===== config.mk =====
export PLATFORM = sky130hd
export DESIGN_NAME = controlPipeline
export DESIGN_NICKNAME = d
export VERILOG_FILES = /design/src/hdl/dlxIsaPkg.sv /design/src/hdl/dlxCtrlPkg.sv /design/src/hdl/controlPipeline.sv /design/src/hdl/retireStage.sv /design/src/hdl/executeStage.sv /design/src/hdl/instrDecoder.sv
export SDC_FILE = /design/constraint.sdc
export NUM_CORES = 1
export LEC_CHECK = 0
export BUFFER_PORTS_ARGS = -buffer_cell sky130_fd_sc_hd__buf_2
export CAP_MARGIN = 5
export CORE_MARGIN = 4
export CORE_UTILIZATION = 50
export DETAILED_ROUTE_END_ITERATION = 6
export PLACE_DENSITY = 0.69
export SETUP_SLACK_MARGIN = 0.2
export SLEW_MARGIN = 20
export SYNTH_ARGS = -nofsm -noshare
export SYNTH_HDL_FRONTEND = slang
export SYNTH_SLANG_ARGS = --single-unit

===== constraint.sdc =====
create_clock -name clk -period 4.9 [get_ports clk]
set_input_delay 0.98 -clock clk [delete_from_list [all_inputs] [get_ports clk]]
set_output_delay 0.98 -clock clk [all_outputs]
set_load 0.005 [all_outputs]

===== src/hdl/dlxIsaPkg.sv =====
// DLX instruction set constants: word and field layout, opcodes and function codes.
// Imported by the decode and forwarding logic of the control pipeline.

`default_nettype none

package dlxIsaPkg;

	//**********************************************************
	// Word and field layout
	//**********************************************************
	localparam int wordW = 32;
	localparam int regIdxW = 5;
	localparam int opcodeW = 6;
	localparam int funcW = 6;

	localparam int opcodeLsb = 26;
	localparam int rs1Lsb = 21;
	localparam int rs2Lsb = 16;
	localparam int rdLsb = 11;
	localparam int funcLsb = 0;

	typedef logic [wordW-1:0] wordT;
	typedef logic [regIdxW-1:0] regIdxT;

	localparam regIdxT zeroReg = 5'd0;
	localparam regIdxT linkReg = 5'd31; // Return address of JAL and JALR

	//**********************************************************
	// Primary opcodes
	//**********************************************************
	localparam logic [opcodeW-1:0] opSpecial = 6'h00; // R-type, decoded by func
	localparam logic [opcodeW-1:0] opJal = 6'h03;
	localparam logic [opcodeW-1:0] opAddi = 6'h08;
	localparam logic [opcodeW-1:0] opAddui = 6'h09;
	localparam logic [opcodeW-1:0] opSubi = 6'h0A;
	localparam logic [opcodeW-1:0] opSubui = 6'h0B;
	localparam logic [opcodeW-1:0] opAndi = 6'h0C;
	localparam logic [opcodeW-1:0] opOri = 6'h0D;
	localparam logic [opcodeW-1:0] opXori = 6'h0E;
	localparam logic [opcodeW-1:0] opLhi = 6'h0F;
	localparam logic [opcodeW-1:0] opJalr = 6'h13;
	localparam logic [opcodeW-1:0] opSlli = 6'h14;
	localparam logic [opcodeW-1:0] opSrli = 6'h16;
	localparam logic [opcodeW-1:0] opSrai = 6'h17;
	localparam logic [opcodeW-1:0] opSeqi = 6'h18; // Set-compares 18..1D, low bits give condition
	localparam logic [opcodeW-1:0] opSnei = 6'h19;
	localparam logic [opcodeW-1:0] opSlti = 6'h1A;
	localparam logic [opcodeW-1:0] opSgti = 6'h1B;
	localparam logic [opcodeW-1:0] opSlei = 6'h1C;
	localparam logic [opcodeW-1:0] opSgei = 6'h1D;
	localparam logic [opcodeW-1:0] opLb = 6'h20;
	localparam logic [opcodeW-1:0] opLh = 6'h21;
	localparam logic [opcodeW-1:0] opLw = 6'h23;
	localparam logic [opcodeW-1:0] opLbu = 6'h24;
	localparam logic [opcodeW-1:0] opLhu = 6'h25;
	localparam logic [opcodeW-1:0] opSb = 6'h28;
	localparam logic [opcodeW-1:0] opSh = 6'h29;
	localparam logic [opcodeW-1:0] opSw = 6'h2B;

	//**********************************************************
	// Function codes under opSpecial
	//**********************************************************
	localparam logic [funcW-1:0] funcSll = 6'h04;
	localparam logic [funcW-1:0] funcSrl = 6'h06;
	localparam logic [funcW-1:0] funcSra = 6'h07;
	localparam logic [funcW-1:0] funcAdd = 6'h20;
	localparam logic [funcW-1:0] funcAddu = 6'h21;
	localparam logic [funcW-1:0] funcSub = 6'h22;
	localparam logic [funcW-1:0] funcSubu = 6'h23;
	localparam logic [funcW-1:0] funcAnd = 6'h24;
	localparam logic [funcW-1:0] funcOr = 6'h25;
	localparam logic [funcW-1:0] funcXor = 6'h26;
	localparam logic [funcW-1:0] funcSeq = 6'h28;
	localparam logic [funcW-1:0] funcSne = 6'h29;
	localparam logic [funcW-1:0] funcSlt = 6'h2A;
	localparam logic [funcW-1:0] funcSgt = 6'h2B;
	localparam logic [funcW-1:0] funcSle = 6'h2C;
	localparam logic [funcW-1:0] funcSge = 6'h2D;

endpackage

`default_nettype wire

===== src/hdl/dlxCtrlPkg.sv =====
// Control record types carried down the pipeline slots, with the select encodings
// for ALU operation, result source, compare condition and operand source.

`default_nettype none

package dlxCtrlPkg;

	typedef enum logic [2:0]
	{
		aluAdd,
		aluSub,
		aluAnd,
		aluOr,
		aluXor,
		aluPassLink // Link address straight to the result
	} aluOpT;

	typedef enum logic [2:0]
	{
		resAlu,
		resShiftLeft,
		resShiftRightLogic,
		resShiftRightArith,
		resCompare,
		resLoadHigh
	} resultSelT;

	// Order follows the low three bits of the set-compare codes
	typedef enum logic [2:0]
	{
		cmpEq = 3'd0,
		cmpNe = 3'd1,
		cmpLt = 3'd2,
		cmpGt = 3'd3,
		cmpLe = 3'd4,
		cmpGe = 3'd5
	} cmpCondT;

	typedef enum logic [2:0]
	{
		selFromWb,
		selRegFile,
		selFromMem,
		selZero,
		selImmediate
	} operandSelT;

	//**********************************************************
	// Stage records
	//**********************************************************
	typedef struct packed
	{
		aluOpT aluOp;
		resultSelT resultSel;
		cmpCondT cmpCond;
		dlxIsaPkg::regIdxT srcReg; // Zero when rs1 is not read
		dlxIsaPkg::regIdxT tgtReg; // Zero when rs2 is not read
		logic usesImm;
		logic memRead;
		logic memWrite;
		logic writeEnable;
		logic wbFromMem;
		dlxIsaPkg::regIdxT destReg; // Zero when nothing is written
	} decodedT;

	typedef struct packed
	{
		aluOpT aluOp;
		resultSelT resultSel;
		cmpCondT cmpCond;
		operandSelT srcSel;
		operandSelT tgtSel;
		logic memRead;
		logic memWrite;
		logic writeEnable;
		logic wbFromMem;
		dlxIsaPkg::regIdxT destReg;
	} retireT;

endpackage

`default_nettype wire


===== src/hdl/controlPipeline.sv =====
// Top level of the DLX control pipeline: decode, execute, memory and writeback slots
// between a valid/ready instruction input and a valid/ready control record output.

`timescale 1ns/1ps
`default_nettype none

module controlPipeline
(
	input logic clk,
	input logic rstN,
	input logic inValid,
	input dlxIsaPkg::wordT instr,
	output logic inReady,
	output dlxCtrlPkg::retireT out,
	output logic outValid,
	input logic outReady
);
	import dlxIsaPkg::*;
	import dlxCtrlPkg::*;

	logic advance;
	decodedT decSlot;
	logic decValid;
	retireT exSlot;
	logic exValid;
	regIdxT memDest;

	assign inReady = advance; // One shift enable for all slots

	instrDecoder decoder_i
	(
		.clk(clk),
		.rstN(rstN),
		.advance(advance),
		.inValid(inValid),
		.instr(instr),
		.decSlot(decSlot),
		.decValid(decValid)
	);

	executeStage execute_i
	(
		.clk(clk),
		.rstN(rstN),
		.advance(advance),
		.decSlot(decSlot),
		.decValid(decValid),
		.memDest(memDest),
		.exSlot(exSlot),
		.exValid(exValid)
	);

	retireStage retire_i
	(
		.clk(clk),
		.rstN(rstN),
		.exSlot(exSlot),
		.exValid(exValid),
		.outReady(outReady),
		.memDest(memDest),
		.advance(advance),
		.out(out),
		.outValid(outValid)
	);

endmodule

`default_nettype wire


===== src/hdl/retireStage.sv =====
// Memory and writeback slots. The writeback slot is the pipeline output, and its
// occupancy with outReady decides whether all slots advance.

`timescale 1ns/1ps
`default_nettype none

module retireStage
(
	input logic clk,
	input logic rstN,
	input dlxCtrlPkg::retireT exSlot,
	input logic exValid,
	input logic outReady,
	output dlxIsaPkg::regIdxT memDest,
	output logic advance,
	output dlxCtrlPkg::retireT out,
	output logic outValid
);
	import dlxIsaPkg::*;
	import dlxCtrlPkg::*;

	retireT memSlot;
	logic memValid;

	// Empty writeback slot lets a bubble be squeezed out under stall
	assign advance = outReady || !outValid;
	assign memDest = memValid ? memSlot.destReg : zeroReg; // destReg already zero if no write

	always_ff @(posedge clk or negedge rstN)
	begin
		if (!rstN)
		begin
			memValid <= 1'b0;
			outValid <= 1'b0;
		end
		else if (advance)
		begin
			memValid <= exValid;
			outValid <= memValid;
		end
	end

	always_ff @(posedge clk)
	begin
		if (advance)
		begin
			memSlot <= exSlot;
			out <= memSlot;
		end
	end

endmodule

`default_nettype wire


===== src/hdl/executeStage.sv =====
// Execute slot: picks the operand sources against the two instructions ahead
// and holds the resulting retire record.

`timescale 1ns/1ps
`default_nettype none

module executeStage
(
	input logic clk,
	input logic rstN,
	input logic advance,
	input dlxCtrlPkg::decodedT decSlot,
	input logic decValid,
	input dlxIsaPkg::regIdxT memDest,
	output dlxCtrlPkg::retireT exSlot,
	output logic exValid
);
	import dlxIsaPkg::*;
	import dlxCtrlPkg::*;

	regIdxT exDest;
	retireT exNext;

	// Register 0 is never forwarded; the nearer producer wins
	function automatic operandSelT forwardSel(regIdxT readReg, regIdxT nearDest,
		regIdxT farDest);
		if (readReg == zeroReg)
			return selZero;
		else if (readReg == nearDest)
			return selFromMem;
		else if (readReg == farDest)
			return selFromWb;
		else
			return selRegFile;
	endfunction

	assign exDest = exValid ? exSlot.destReg : zeroReg;

	always_comb
	begin
		exNext.aluOp = decSlot.aluOp;
		exNext.resultSel = decSlot.resultSel;
		exNext.cmpCond = decSlot.cmpCond;
		exNext.srcSel = forwardSel(decSlot.srcReg, exDest, memDest);
		exNext.tgtSel = decSlot.usesImm ? selImmediate :
			forwardSel(decSlot.tgtReg, exDest, memDest);
		exNext.memRead = decSlot.memRead;
		exNext.memWrite = decSlot.memWrite;
		exNext.writeEnable = decSlot.writeEnable;
		exNext.wbFromMem = decSlot.wbFromMem;
		exNext.destReg = decSlot.destReg;
	end

	always_ff @(posedge clk or negedge rstN)
	begin
		if (!rstN)
			exValid <= 1'b0;
		else if (advance)
			exValid <= decValid;
	end

	always_ff @(posedge clk)
	begin
		if (advance)
			exSlot <= exNext;
	end

endmodule

`default_nettype wire


===== src/hdl/instrDecoder.sv =====
// Decode slot: maps an accepted instruction word to its control record once,
// then holds it until the pipeline advances.

`timescale 1ns/1ps
`default_nettype none

module instrDecoder
(
	input logic clk,
	input logic rstN,
	input logic advance,
	input logic inValid,
	input dlxIsaPkg::wordT instr,
	output dlxCtrlPkg::decodedT decSlot,
	output logic decValid
);
	import dlxIsaPkg::*;
	import dlxCtrlPkg::*;

	logic [opcodeW-1:0] opcode;
	logic [funcW-1:0] func;
	regIdxT rs1;
	regIdxT rs2;
	regIdxT rd;
	decodedT decNext;
	logic regForm; // Reads rs1 and rs2, writes rd
	logic immForm; // Reads rs1 and the immediate, writes rs2

	assign opcode = instr[opcodeLsb +: opcodeW];
	assign func = instr[funcLsb +: funcW];
	assign rs1 = instr[rs1Lsb +: regIdxW];
	assign rs2 = instr[rs2Lsb +: regIdxW];
	assign rd = instr[rdLsb +: regIdxW];

	//**********************************************************
	// Decode table
	//**********************************************************
	always_comb
	begin
		decNext = '0; // No-op unless a row below matches
		regForm = 1'b0;
		immForm = 1'b1;
		case (opcode)
			opSpecial:
			begin
				immForm = 1'b0;
				regForm = 1'b1;
				case (func)
					funcAdd, funcAddu: decNext.aluOp = aluAdd;
					funcSub, funcSubu: decNext.aluOp = aluSub;
					funcAnd: decNext.aluOp = aluAnd;
					funcOr: decNext.aluOp = aluOr;
					funcXor: decNext.aluOp = aluXor;
					funcSll: decNext.resultSel = resShiftLeft;
					funcSrl: decNext.resultSel = resShiftRightLogic;
					funcSra: decNext.resultSel = resShiftRightArith;
					funcSeq, funcSne, funcSlt, funcSgt, funcSle, funcSge:
					begin
						decNext.aluOp = aluSub;
						decNext.resultSel = resCompare;
						decNext.cmpCond = cmpCondT'(func[2:0]);
					end
					default: regForm = 1'b0;
				endcase
			end
			opJal, opJalr:
			begin
				immForm = 1'b0;
				decNext.aluOp = aluPassLink;
				decNext.writeEnable = 1'b1;
				decNext.destReg = linkReg;
			end
			opSb, opSh, opSw:
			begin
				immForm = 1'b0;
				decNext.srcReg = rs1; // Base address
				decNext.tgtReg = rs2; // Store data
				decNext.memWrite = 1'b1;
			end
			opAddi, opAddui: decNext.aluOp = aluAdd;
			opSubi, opSubui: decNext.aluOp = aluSub;
			opAndi: decNext.aluOp = aluAnd;
			opOri: decNext.aluOp = aluOr;
			opXori: decNext.aluOp = aluXor;
			opSlli: decNext.resultSel = resShiftLeft;
			opSrli: decNext.resultSel = resShiftRightLogic;
			opSrai: decNext.resultSel = resShiftRightArith;
			opLhi: decNext.resultSel = resLoadHigh;
			opSeqi, opSnei, opSlti, opSgti, opSlei, opSgei:
			begin
				decNext.aluOp = aluSub;
				decNext.resultSel = resCompare;
				decNext.cmpCond = cmpCondT'(opcode[2:0]);
			end
			opLb, opLh, opLw, opLbu, opLhu:
			begin
				decNext.memRead = 1'b1;
				decNext.wbFromMem = 1'b1;
			end
			default: immForm = 1'b0;
		endcase

		if (regForm)
		begin
			decNext.srcReg = rs1;
			decNext.tgtReg = rs2;
			decNext.writeEnable = 1'b1;
			decNext.destReg = rd;
		end
		if (immForm)
		begin
			decNext.srcReg = (opcode == opLhi) ? zeroReg : rs1; // LHI reads no register
			decNext.usesImm = 1'b1;
			decNext.writeEnable = 1'b1;
			decNext.destReg = rs2;
		end
	end

	//**********************************************************
	// Decode slot
	//**********************************************************
	always_ff @(posedge clk or negedge rstN)
	begin
		if (!rstN)
			decValid <= 1'b0;
		else if (advance)
			decValid <= inValid; // Bubble when nothing is offered
	end

	always_ff @(posedge clk)
	begin
		if (advance)
			decSlot <= decNext;
	end

endmodule

`default_nettype wire


* After elaboration in Yosys (flattened, before gate mapping)
Index checks and enable logic that the tools add are counted.
Widths: inputs -> output; s select.
** Word-level totals
- Logic and storage cells :: 132
- Input port bits :: 36
- Register bits after elaboration :: 101
** Cells by class
- Equal/unequal tests :: 47
- Mux-type cells :: 27
- Reduce and logical (&&, ||, !) cells :: 16
** Operators by type and width (number)
- $eq 6x6->1 const B :: 21
- $eq 6x5->1 const B :: 10
- $eq 6x4->1 const B :: 8
- $pmux 3 s6 :: 2
- $mux 5 :: 7
- $pmux 3 s4 :: 2
- $reduce_or 22->1 :: 1
- $eq 5x5->1 :: 4
- $mux 10 :: 2
- $eq 6x3->1 const B :: 3
- $reduce_or 16->1 :: 1
- $reduce_or 8->1 :: 2
- $reduce_or 6->1 :: 2
- $logic_not 5->1 :: 2
- $mux 1 :: 10
- $mux 3 :: 3
- $eq 6x2->1 const B :: 1
- $logic_not 6->1 :: 1
- $pmux 3 s2 :: 1
- $reduce_or 2->1 :: 3
- $reduce_or 5->1 :: 1
- $reduce_or 3->1 :: 1
- $logic_not 1->1 :: 1
- $logic_or 1x1->1 :: 1

* Logic depth before layout (Yosys ltp)
- Depth in word-level cells :: 6
- Gate-level depth with buffers :: 6

* By module
Synthesis repeated with hierarchy kept, for this count alone.
** Second synthesis, totals
- Cell total of the unflattened synthesis :: 279
- Area, all modules :: 4239.1 µm²
** By module, submodules not included
- retireStage :: cells an instance 58, instances 1, sequential area each 1491.4 µm², area an instance 1559.0 µm²
- instrDecoder :: cells an instance 136, instances 1, sequential area each 865.8 µm², area an instance 1524.0 µm²
- executeStage :: cells an instance 85, instances 1, sequential area each 715.7 µm², area an instance 1156.1 µm²

* Worst setup path after synthesis
No wires, ideal clock.
- Path kind :: input port to output port
- Start :: in outReady
- End :: out inReady
- Buffers on the path :: 0
- Slack :: 533 ps
- Arrival time :: 3387 ps
- Stages on the path :: 1
- Cells stage by stage :: nand2b_1
** On the way
- Longest elaborated chain between the ends :: 1
** RTL lines
- start: declaration :: line controlPipeline.sv:16 : input logic outReady
- $logic_or 1x1->1 :: line retireStage.sv:26 : assign advance = outReady || !outValid;
- end: declaration :: line controlPipeline.sv:13 : output logic inReady,
No other way between the ends.

==> results.cfg <==
[clock_tree]
cts-resized-gates = 0
cts_sinks = 98
root_buffer = clkbuf_8
cts_tree = yes
hold_buffers = 0
cts_setup_buffers = 0
worstSkewPairLatency_ns = 0.34
clockBufferDepth = 2
htreeDepth = 3
clk_pin_slew_worst_paths_ns = 0.09
cts_buffers = 9

[detailed_routing]
vias = 2355
drtAntennaViolNets = 0
routed_wirelength_mm = 6.118
firstDrtPassIters = 4
post_drt_wl_per_cell_um = 13.78
route.detailed.drc = 0
routed_via_density = 5.304
drtIter0Drc = 89

[critical_path]
start_kind = input pin
cp.required_ns = 5.00
reg2reg_slack_ns = 3.26
rr_startpoint = retire_i.outValid
r2r_cells = 3
critical_path_class = input pin to register
worstSetupEndpointType = register
r2r-end = execute_i.exValid
cp.arrival_ns = 2.44
worstPathMaxFanout = 14

[placed_design]
port_buffers = 55
gp_congestion = 0.8852
place_inst = 429
dp_hpwl_mm = 4.160

[floorplan]
die_w_um = 98.32
core_area_mm2 = 0.007848
num_io_pins = 62
die_height_um = 98.32
placementRows = 32
die_area_mm2 = 0.009667
start_util_pct = 51.98

[global_routing]
grt_usage_pct = 13.19
overflow = 0
antenna_found_initial = 0
grt_pass1_vias = 2161
grt_max_degree = 99
grt_pass1_wl_mm = 10.25

[sta]
period_needed_ns = 2.333
hold_viol = 0
fin_skew_ns = 0.009464
slew_headroom_pct = 44.62
period_share_pct = 47.61
rsz0062_at_grt = false
tightest_slew_ns = 0.8306
slew_viol_final = 0
finalSetupViolations = 0
fin_tns_setup_ns = 0
fmax_mhz = 428.6

[layout]
area_delta_synth_final_pct = 13.16
finalNetCount = 374
stdcell_count = 444
diodes = 0
drive_above_1_share_pct = 23.98

[power_and_ir_drop]
total_leakage_power_nw = 1.782
pwr_density_cell_mw_per_mm2 = 499.0
ir_worst_vdd_uv = 154.6

[outcome]
status = completed

[synth]
synth_area_per_cell_um2 = 14.57
synth_top_area_cell = edfxtp_1
synth.distinct_cells = 48
synthCells = 280
async_flop_share_pct = 4.082
syn_nets = 316
ys_top_cells_by_area = edfxtp_1, nand2_1, dfrtp_1
synth_edf_count = 94
seq_area_frac_synth_pct = 71.66
ys_ff_latch = 98
syn-cell-area_mm2 = 0.004079
synth_warnings = 0
synth_ff_type = edfxtp_1
synth_top_area_share_pct = 69.20

[min_path]
hold_path.class = input pin to asynchronous set/reset pin

[flow_run]
drv_cap = 0
final cells by class:
class,count,area (µm²)
Clock inverter,6,42.54
Clock buffer,9,123.9
Fill cell,681,3232
Inverter,8,30.03
Timing Repair Buffer,56,286.5
Multi-Input combinational cell,165,1082
Sequential cell,98,2923
Tap cell,102,127.6
synthesized netlist by cell type, types with 4 or more instances:
| master | number |
|---|---|
| clkbuf_1 | 4 |
| o21ai_0 | 17 |
| dfrtp_1 | 4 |
| nor2_1 | 12 |
| nand3b_1 | 6 |
| nor4bb_1 | 4 |
| nor2b_1 | 4 |
| a21oi_1 | 5 |
| and2_1 | 10 |
| a22o_1 | 6 |
| inv_1 | 8 |
| xor2_1 | 7 |
| xnor2_1 | 6 |
| a22oi_1 | 5 |
| nand2b_1 | 5 |
| edfxtp_1 | 94 |
| o22ai_1 | 5 |
| a2bb2oi_1 | 7 |
| nand2_1 | 28 |
report_power, final:
group,internal (mW),total (mW),switching [mW]
Clock,0.183,0.443,0.260
Combinational,0.194,0.416,0.223
Sequential,1.30,1.44,0.145
routing by layer:
layer	up-vias	part of all wire (%)	routed length, µm	global-route usage, %
met1	1099	49	2975	19.03
li1	1187	-	-	-
met3	5	6.2	381	4.286
met2	64	44	2694	18.51
met4	0	1.1	67	5.357
met5	-	0	0	0
metrics by stage:
step                area [µm²]  hold slack (ns)  setup WS (ns)  utilization, %  total power [mW]
finish                    4616           0.4165          2.567           58.82             2.303
global route              4616           0.3819          2.509           58.82             2.453
CTS                       4612           0.3972          2.591           58.77             2.333
detailed placement        4446           0.4045          2.216           56.65             1.892
global placement          4446           0.4010          2.235           56.65             1.866
floorplan                 4079           0.4003         0.5331               -             1.726
worst max path at each step:
stage | slack [ns] | startpoint | endpoint
2_1_floorplan | 0.53 | outReady | inReady
3_3_place_gp | 2.23 | instr[1] | decoder_i.decSlot[18]
3_5_place_dp | 2.22 | instr[28] | decoder_i.decSlot[17]
4_1_cts | 2.59 | outReady | inReady
5_1_grt | 2.51 | instr[28] | decoder_i.decSlot[17]
6_report | 2.57 | instr[28] | decoder_i.decSlot[17]
cells in the final DEF, fill, tap and decap left out, types with 2 or more instances in the layout:
cell type and n:
edfxtp_1 94, buf_2 55, nand2_1 28, o21ai_0 17, nor2_1 12, and2_1 10
clkbuf_8 9, inv_1 8, a2bb2oi_1 7, xor2_1 7, a22o_1 6, xnor2_1 6
nand3b_1 6, a21oi_1 5, o22ai_1 5, a22oi_1 5, nor2b_1 4, nand2b_1 4
nor4bb_1 4, dfrtp_1 4, nor3_1 3, and3_1 3, a31oi_1 3, mux2_2 3
a31o_2 3, nand3_1 2, o211ai_1 2, clkinv_4 2
registers in the layout, indices dropped and copies added (netlist names):
register / flops
decoder_i.decSlot: 28
retire_i.memValid: 1
retire_i.outValid: 1
retire_i.memSlot: 22
retire_i.out: 22
decoder_i.decValid: 1
execute_i.exSlot: 22
execute_i.exValid: 1
worst max-delay path, stage by stage:
cell	delay, ns
buf_2	0.22
nor2_1	0.10
and3_1	0.25
o21a_4	0.16
or4_4	0.54
and2_1	0.18
cell families after synthesis:
| family | Yosys count | share of synthesized area (%) |
|---|---|---|
| mux | 3 | 0.8282 |
| simple gates | 84 | 11.41 |
| xor+xnor | 13 | 2.791 |
| buf+inv | 17 | 1.994 |
| other cells | 1 | 0.09194 |
| flops | 98 | 71.66 |
| compound gates | 64 | 11.23 |
Power figures use the tool's default switching activity.
